File: config.mk
export PLATFORM = sky130hd
export DESIGN_NAME = debugPort
export DESIGN_NICKNAME = d
export VERILOG_FILES = /design/src/hw/debugPkg.sv /design/src/hw/debugPort.sv /design/src/hw/debugRequestGen.sv /design/src/hw/stopSync.sv
export VERILOG_INCLUDE_DIRS = /design/src /design/src/hw
export SDC_FILE = /design/constraint.sdc
export NUM_CORES = 1
export LEC_CHECK = 0
export ABC_AREA = 1
export BUFFER_PORTS_ARGS = -buffer_cell sky130_fd_sc_hd__buf_2
export CAP_MARGIN = 20
export CELL_PAD_IN_SITES_DETAIL_PLACEMENT = 1
export CELL_PAD_IN_SITES_GLOBAL_PLACEMENT = 2
export CORE_MARGIN = 8
export CORE_UTILIZATION = 25
export CTS_BUF_LIST = sky130_fd_sc_hd__clkbuf_8 sky130_fd_sc_hd__clkbuf_16
export DETAILED_ROUTE_END_ITERATION = 12
export PLACE_DENSITY = 0.86
export REMOVE_ABC_BUFFERS = 1
export SLEW_MARGIN = 10
export SYNTH_ARGS = -nofsm -noshare
export SYNTH_HDL_FRONTEND = slang
export SYNTH_SLANG_ARGS = --single-unit
File: constraint.sdc
create_clock -name clk -period 1.4 [get_ports clk]
set_clock_uncertainty 0.15 [all_clocks]
set_input_delay 0.14 -clock clk [delete_from_list [all_inputs] [get_ports clk]]
set_output_delay 0.14 -clock clk [all_outputs]
set_load 0.03 [all_outputs]
File: src/hw/debugPort_macros.svh
`ifndef DEBUG_PORT_MACROS_SVH
`define DEBUG_PORT_MACROS_SVH

// core word and host byte widths
`define DBG_DATA_W 16
`define DBG_HOST_W 8

`define DBG_MEM_WORDS 256	// target memory depth in words

// cycles from the target first sampling dbgReq to dbgAck
`define DBG_ACK_LAT 2

// host register map
`define DBG_A_OPX   3'd0
`define DBG_A_DATAX 3'd1
`define DBG_A_MAL   3'd2
`define DBG_A_MAH   3'd3
`define DBG_A_MDL   3'd4
`define DBG_A_MDH   3'd5
`define DBG_A_STAT  3'd6
`define DBG_A_STOP  3'd7

`endif
File: src/hw/debugPkg.sv
`default_nettype none

package debugPkg;

	// operation requested from the core, OPX bits 2:0
	typedef enum logic [2:0] {
		opNop      = 3'd0,
		opRegRead  = 3'd1,	// data-out <= selected source
		opRegWrite = 3'd2,	// reg A <= memory-data word
		opMemWrite = 3'd3,	// mem[addr] <= memory-data word, addr++
		opMemRead  = 3'd4	// read-data source <= mem[addr], addr++
	} debugOp;

	// data-out source, DATAX bits 1:0
	typedef enum logic [1:0] {
		srcMemData = 2'd0,
		srcRegA    = 2'd1,
		srcCc      = 2'd2,
		srcPc      = 2'd3
	} dataSrc;

	// request handshake toward the core
	typedef enum logic [1:0] {
		reqIdle   = 2'd0,
		reqActive = 2'd1,
		reqDone   = 2'd2
	} reqState;

endpackage

`default_nettype wire

File: src/hw/debugPort.sv
`timescale 1ns/10ps
`default_nettype none
`include "debugPort_macros.svh"

module debugPort (
	input  wire                    clk,
	input  wire                    rstN,
	input  wire  [2:0]             hostAddr,
	input  wire  [`DBG_HOST_W-1:0] hostDin,
	input  wire                    hostWr,
	input  wire                    hostRd,
	output logic [`DBG_HOST_W-1:0] hostDout,
	output logic                   dbgReq,
	input  wire                    dbgAck,
	output logic                   dbgStop,
	input  wire                    halted,
	output debugPkg::debugOp       dbgOp,
	output logic [3:0]             regAIdx,
	output logic [`DBG_DATA_W-1:0] memAddr,
	output logic [`DBG_DATA_W-1:0] memDataOut,
	input  wire                    addrInc,
	input  wire                    doutLd,
	input  wire  [`DBG_DATA_W-1:0] srcMemData,
	input  wire  [`DBG_DATA_W-1:0] srcRegAData,
	input  wire  [`DBG_DATA_W-1:0] srcCcData,
	input  wire  [`DBG_DATA_W-1:0] srcPcData
);

	import debugPkg::*;

	logic                   enOpx, enDatax, enMal, enMah, enMdl, enMdh, enStop;
	logic                   trigger;
	logic                   busy;
	logic                   addrLd;
	logic [`DBG_HOST_W-1:0] malBuf, mahBuf;
	logic [`DBG_HOST_W-1:0] mdlReg, mdhReg;
	dataSrc                 dataSel;
	logic [`DBG_DATA_W-1:0] dataMux;
	logic [`DBG_DATA_W-1:0] doutReg;

	// register selects are only live on a host write
	assign enOpx   = hostWr && (hostAddr == `DBG_A_OPX);
	assign enDatax = hostWr && (hostAddr == `DBG_A_DATAX);
	assign enMal   = hostWr && (hostAddr == `DBG_A_MAL);
	assign enMah   = hostWr && (hostAddr == `DBG_A_MAH);
	assign enMdl   = hostWr && (hostAddr == `DBG_A_MDL);
	assign enMdh   = hostWr && (hostAddr == `DBG_A_MDH);
	assign enStop  = hostWr && (hostAddr == `DBG_A_STOP);

	assign trigger = enOpx || enMdh;	// MDH reuses the op already in OPX

	debugRequestGen requestGen (
		.clk    (clk),
		.rstN   (rstN),
		.trigger(trigger),
		.dbgAck (dbgAck),
		.dbgReq (dbgReq),
		.busy   (busy)
	);

	stopSync stopper (
		.clk    (clk),
		.rstN   (rstN),
		.stopWr (enStop),
		.stopBit(hostDin[0]),
		.dbgStop(dbgStop)
	);

	// op, reg index and memory data stay put while a request is in flight,
	// so a dropped trigger leaves no trace in them
	always_ff @(posedge clk or negedge rstN) begin
		if (!rstN) begin
			dbgOp   <= opNop;
			regAIdx <= '0;
			mdlReg  <= '0;
			mdhReg  <= '0;
			dataSel <= debugPkg::srcMemData;
		end else begin
			if (enOpx && !busy) begin
				dbgOp   <= debugOp'(hostDin[2:0]);
				regAIdx <= hostDin[6:3];
			end
			if (enMdl && !busy) mdlReg <= hostDin;
			if (enMdh && !busy) mdhReg <= hostDin;
			if (enDatax) dataSel <= dataSrc'(hostDin[1:0]);
		end
	end

	assign memDataOut = {mdhReg, mdlReg};

	// the counter picks up the address buffers one cycle after MAH
	always_ff @(posedge clk or negedge rstN) begin
		if (!rstN) begin
			malBuf <= '0;
			mahBuf <= '0;
			addrLd <= 1'b0;
		end else begin
			if (enMal) malBuf <= hostDin;
			if (enMah) mahBuf <= hostDin;
			addrLd <= enMah;
		end
	end

	// byte address of a word with bit 0 always zero
	always_ff @(posedge clk or negedge rstN) begin
		if (!rstN) begin
			memAddr <= '0;
		end else if (addrLd) begin
			memAddr <= {mahBuf, malBuf[`DBG_HOST_W-1:1], 1'b0};
		end else if (addrInc) begin
			memAddr <= {memAddr[`DBG_DATA_W-1:1] + 1'b1, 1'b0};
		end
	end

	// data-out source select
	always_comb begin
		case (dataSel)
			debugPkg::srcMemData: dataMux = srcMemData;
			debugPkg::srcRegA:    dataMux = srcRegAData;
			debugPkg::srcCc:      dataMux = srcCcData;
			default:              dataMux = srcPcData;
		endcase
	end

	always_ff @(posedge clk or negedge rstN) begin
		if (!rstN) begin
			doutReg <= '0;
		end else if (doutLd) begin
			doutReg <= dataMux;
		end
	end

	// MDH address returns the high byte of data-out
	always_comb begin
		case (hostAddr)
			`DBG_A_MDH:  hostDout = doutReg[`DBG_DATA_W-1:`DBG_HOST_W];
			`DBG_A_STAT: hostDout = {{(`DBG_HOST_W-2){1'b0}}, halted, busy};
			default:     hostDout = doutReg[`DBG_HOST_W-1:0];
		endcase
	end

	// the core may sample the op on any cycle of the handshake
	opHeldDuringReq: assert property (
		@(posedge clk) disable iff (!rstN)
		dbgReq |=> $stable(dbgOp)
	);

	hostStrobesExcl: assert property (
		@(posedge clk) disable iff (!rstN)
		!(hostRd && hostWr)
	);

endmodule

`default_nettype wire

File: src/hw/debugRequestGen.sv
`timescale 1ns/10ps
`default_nettype none

module debugRequestGen (
	input  wire  clk,
	input  wire  rstN,
	input  wire  trigger,
	input  wire  dbgAck,
	output logic dbgReq,
	output logic busy
);

	import debugPkg::*;

	reqState state;

	always_ff @(posedge clk or negedge rstN) begin
		if (!rstN) begin
			state <= reqIdle;
		end else begin
			case (state)
				reqIdle: begin
					if (trigger) begin
						state <= reqActive;	// triggers arriving later are dropped
					end
				end
				reqActive: begin
					if (dbgAck) begin
						state <= reqDone;
					end
				end
				// one cycle with the request down before a new trigger is taken
				reqDone: state <= reqIdle;
				default: state <= reqIdle;
			endcase
		end
	end

	assign dbgReq = (state == reqActive);
	assign busy   = (state != reqIdle);	// trigger to request drop, host polls this

	// the target must only answer a request that is still up
	ackInsideReq: assert property (
		@(posedge clk) disable iff (!rstN)
		dbgAck |-> dbgReq
	);

endmodule

`default_nettype wire

File: src/hw/stopSync.sv
`timescale 1ns/10ps
`default_nettype none

module stopSync (
	input  wire  clk,
	input  wire  rstN,
	input  wire  stopWr,
	input  wire  stopBit,
	output logic dbgStop
);

	logic stopFlag;
	logic stopMeta;

	// host side flag, written from STOP bit 0
	always_ff @(posedge clk or negedge rstN) begin
		if (!rstN) begin
			stopFlag <= 1'b0;
		end else if (stopWr) begin
			stopFlag <= stopBit;
		end
	end

	// two flops toward the core
	always_ff @(posedge clk or negedge rstN) begin
		if (!rstN) begin
			stopMeta <= 1'b0;
			dbgStop  <= 1'b0;
		end else begin
			stopMeta <= stopFlag;
			dbgStop  <= stopMeta;
		end
	end

endmodule

`default_nettype wire

Yosys cells after proc, flatten, opt, wreduce, memory -nomap -nowiden
Cells that the tools add are included.
- add/sub/neg operators: 1
- multiplexer cells: 7
- eq/ne operators: 12
- multiply operators: 0
- reductions and logical operators: 18
- bitwise operators: 0
- shift operators: 0
- $lt $le $gt $ge: 0
- divide/modulo/power cells: 0
- operators with widths (cell ; count):
    $pmux W16 S3 ; 1
    $mux W16 ; 2
    $pmux W8 S2 ; 1
    $add A15 B1 Y15 const B ; 1
    $eq A3 B3 Y1 const B ; 4
    $logic_and A1 B1 Y1 ; 10
    $eq A3 B2 Y1 const B ; 2
    $eq A2 B1 Y1 const B ; 2
    $logic_not A2 Y1 ; 2
    $mux W2 ; 2
    $ne A2 B1 Y1 const B ; 2
    $pmux W2 S2 ; 1
    $reduce_bool A2 Y1 ; 2
    $eq A3 B1 Y1 const B ; 1
    $logic_not A3 Y1 ; 1
    $eq A2 B2 Y1 const B ; 1
    $reduce_and A2 Y1 ; 1
    $logic_not A1 Y1 ; 1
    $logic_or A1 B1 Y1 ; 1
- output and inout port bits: 49
- register bits: 79
- bits of input ports: 83
- bits in read-only memories: 0
- memories kept: 0
- memory bits (writable): 0
- bits in latches: 0
- logic and storage cells: 52

Longest topological paths before layout
- word-level depth: 5
- mapped depth: 8
- gate-level depth less buffers: 7

Modules after synthesis
From an unflattened synthesis, not the netlist that was laid out.
- cells, all modules: 482
- area total of the unflattened synthesis: 3809.9 um^2
- by module, submodules not included (module ; area an instance (um^2) ; cells each ; seq. area each (um^2) ; instances):
    debugPort ; 3628.5 ; 463 ; 1801.7 ; 1
    debugRequestGen ; 91.3 ; 12 ; 50.0 ; 1
    stopSync ; 90.1 ; 7 ; 75.1 ; 1

Least setup slack after synthesis
No wires, ideal clock.
- path type: register -> register
- start point: register memAddr[1]
- end point: register memAddr[9]
- cell stages (with the launch flop): 8
- setup time: 122 ps
- required time: 1128 ps
- data arrival time: 1385 ps
- path slack: -257 ps
- path buffers: 0
- period minus slack after synthesis: 1657 ps
- path through: dfrtp_1 ha_1 nand2_1 nor2_1 nand2_1 xor2_1 nand2_1 nand2_1
- word-level cells in the longest chain between the ends: 3
- RTL lines (what ; line ; text):
    from (decl) ; debugPort.sv:19 ; output logic [`DBG_DATA_W-1:0] memAddr,
    from (signal assigned) ; debugPort.sv:109 ; memAddr <= {mahBuf, malBuf[`DBG_HOST_W-1:1], 1'b0};
    from (signal assigned) ; debugPort.sv:111 ; memAddr <= {memAddr[`DBG_DATA_W-1:1] + 1'b1, 1'b0};
    $add A15 B1 Y15 ; debugPort.sv:111 ;
    $mux W16 ; debugPort.sv:110 ; end else if (addrInc) begin
    $mux W16 ; debugPort.sv:108 ; end else if (addrLd) begin
No other way between the ends. The select of a mux whose other input is x is not followed.
A chain may end at the register's enable or synchronous reset.

Worst setup path after layout
- start point: register requestGen.state[0]
- end point: output hostDout[0]
- word-level cells in the longest chain between the ends: 2
- RTL lines (what ; line ; text):
    from (decl) ; debugRequestGen.sv:15 ; reqState state;
    from (signal assigned) ; debugRequestGen.sv:19 ; state <= reqIdle;
    from (signal assigned) ; debugRequestGen.sv:24 ; state <= reqActive;
    from (signal assigned) ; debugRequestGen.sv:29 ; state <= reqDone;
    $reduce_bool A2 Y1 ; debugRequestGen.sv:40 ; assign busy = (state != reqIdle);
    $pmux W8 S2 ; debugPort.sv:135 ; case (hostAddr)
    to (decl) ; debugPort.sv:12 ; output logic [`DBG_HOST_W-1:0] hostDout,
No other way between the ends.

==> impl_metrics.py <==
metrics = {
    "status": {
        "status": "finished with violations",
        "violations": "negative setup slack",
    },
    "sta": {
        "setup_viol": 4,
        "hold_violations": 0,
        "post-route-min-period_ns": 1.50,
        "max_freq_mhz": 666,
        "rsz0062_at_grt": "yes",
        "whs_ns": 0.00795,
        "slew_viol_final": 0,
        "finalCritPeriodShare": 1.07,
        "setup_tns_ns": -0.193,
        "fin_ws_ns": -0.101,
    },
    "power_and_ir_drop": {
        "p_per_area_nw_per_um2": 1430,
        "power.total_mw": 8.87,
        "power.leakage_nw": 3.08,
        "peakVddDrop_uv": 662,
    },
    "logic_synthesis": {
        "synth_area_leaders": "dfrtp_1 (50%), nand2_1 (17%), o21ai_1 (5.0%)",
        "ys_ff_latch": 77,
        "yosysUniqueCellTypes": 30,
        "yosysTopAreaCell": "dfrtp_1",
        "syn_area_per_cell_um2": 8.14,
        "postSynthCellCount": 475,
        "synth.top_cell.area_share": 0.498,
        "yosysWarnings": 0,
        "yosysSeqAreaShare": 0.498,
        "netlist_area_um2": 3870,
    },
    "clocking": {
        "insertion_delay_ns": 0.33,
        "cts_tree": "yes",
        "cts_buffers": 9,
        "clk_path_buf_depth": 2,
        "cts.clk_slew.worst_paths_ns": 0.06,
        "htreeDepth": 3,
        "numClockSinks": 77,
        "cts_root_buf": "clkbuf_16",
    },
    "global_routing": {
        "grt_overflow_total": 0,
        "track_usage": 0.149,
        "grt_max_degree": 33,
        "grt_antenna_before_repair": 2,
        "grt_pass1_vias": 4669,
        "grt_pass1_wl_um": 23900,
    },
    "setup_path": {
        "critPathMaxFanout": 3,
        "cp.arrival_ns": 1.21,
        "r2r_start": "memAddr[5]",
        "r2r_slack_ns": -0.03,
        "cp.required_ns": 1.11,
        "cp-start-kind": "flop",
        "crit_path_end_kind": "output pin",
        "ff2ff_path_depth": 6,
        "worstSetupPathType": "reg2out",
        "rr_endpoint": "memAddr[13]",
    },
    "floorplanning": {
        "fp-row-count": 45,
        "die_y_um": 140,
        "die_x_um": 140,
        "core_um2": 15100,
        "initial_utilization": 0.255,
        "io_pins": 132,
        "die-area_um2": 19700,
    },
    "hold_path": {
        "holdPathStages": 3,
        "min_path_type": "in2reg",
        "hp-start": "hostDin[5]",
        "worstHoldEndpoint": "mdhReg[5]",
    },
    "job": {
        "maxCapViolCount": 0,
    },
    "cells_and_area": {
        "final_cell_mix": "nand2_1 (169), buf_2 (117), dfrtp_1 (74), dlygate4sd3_1 (50), buf_4 (45)",
        "post-route-cell-area_um2": 6190,
        "final_common_cell": "nand2_1",
        "layout-drive-gt1-share": 0.363,
        "area_delta_synth_final_pct": 60.0,
        "nets": 782,
    },
    "detailed_routing": {
        "remaining_drc_errors": 0,
        "drt_wl_total_um": 14800,
        "wl_per_cell_um": 16.5,
        "ant_nets": 0,
        "drt_iter0_drc": 121,
        "viasPerCell": 4.66,
        "drt_pass1_iterations": 4,
        "vias": 4155,
    },
    "placement": {
        "dp_slack_ns": -0.0581,
        "placed_area_um2": 5030,
        "detailed_place_hpwl_um": 10300,
        "port_buffers": 129,
        "gp_congestion": 0.778,
    },
}
per-stage QoR:
step,std cells,util
2_1_floorplan,458,-
3_3_place_gp,815,0.332
3_5_place_dp,815,0.332
4_1_cts,885,0.394
5_1_grt,891,0.408
6_report,892,0.409
worst max-delay path, stage by stage (launching register included):
cell	delay, ns
dfrtp_1	0.41
nor2_4	0.05
o211ai_1	0.21
buf_4	0.21
per-layer routing:
layer	global-route usage	up-vias	part of all wire
met3	0.0622	20	0.080
met1	0.167	2004	0.42
met2	0.255	120	0.49
met5	0	-	0.0018
li1	-	2007	-
met4	0.0394	4	0.0092
cell usage after synthesis:
library cell,n
nand2_1,178
dfrtp_1,77
inv_1,41
o21ai_1,39
nand4_1,22
nor2_1,16
nand3_1,15
o21ai_2,15
a22oi_1,12
o21ai_0,7
buf_2,6
xor2_1,6
inv_2,5
buf_4,4
nor2_2,4
nor2_4,4
o211ai_1,4
buf_6,3
clkbuf_1,3
nand2_4,2
nand3_2,2
o21bai_1,2
a21oi_1,1
buf_1,1
conb_1,1
ha_1,1
nand3b_1,1
nand4_2,1
o22ai_1,1
o311ai_1,1
flip-flops by register name, indices dropped and copies added (netlist names):
signal / count
addrLd: 1
dataSel: 2
dbgOp: 3
doutReg: 16
mahBuf: 8
malBuf: 7
mdhReg: 8
mdlReg: 8
memAddr: 15
regAIdx: 4
requestGen.state: 2
stopper.dbgStop: 1
stopper.stopFlag: 1
stopper.stopMeta: 1
cell type report:
class	instances	area (um^2)
antenna	1	2.50
clock buffer	13	280
clock inverter	3	42.5
fill	1826	8960
inverter	46	175
multi-input combinational	336	1840
sequential	77	1930
tap	188	235
timing repair buffer	228	1680
cells by family (layout without fill, tap and decap cells):
group,after synthesis,in the layout,share of synthesized area
buffers and inverters,63,290,0.0728
AND/OR/NAND/NOR,245,246,0.278
other,1,2,0.000970
AO/OA/AOI/OAI,82,82,0.134
adder cells (fa/ha/maj),1,1,0.00323
XOR/XNOR,6,6,0.0136
flip-flops,77,77,0.498
report_power, final:
| part | total [mW] | internal (mW) | switching (mW) |
|---|---|---|---|
| clock network | 2.47 | 1.57 | 0.893 |
| logic | 3.27 | 1.27 | 2.00 |
| registers | 3.14 | 2.74 | 0.404 |
| total | 8.87 | 5.58 | 3.30 |
how the worst max path moves through the flow:
stage | startpoint | end | cells past startpoint
after detailed placement | dataSel[1] | doutReg[0] | 6
after global routing | requestGen.state[0] | hostDout[0] | 3
final | requestGen.state[0] | hostDout[0] | 3
after floorplan | memAddr[1] | memAddr[9] | 7
after global placement | requestGen.state[0] | mdhReg[1] | 5
after CTS | requestGen.state[0] | hostDout[0] | 3
what timing repair did:
action | 4_1_cts | 5_1_grt
endpoints found under the hold margin | 99 | 0
gates cloned | 0 | 1
pin swaps | 6 | 20
buffers inserted | 4 | 5
setup endpoints to repair | 40 | 58
gates resized for setup | 19 | 51
hold buffers | 50 | 0
(Power assumes the default switching activity.)
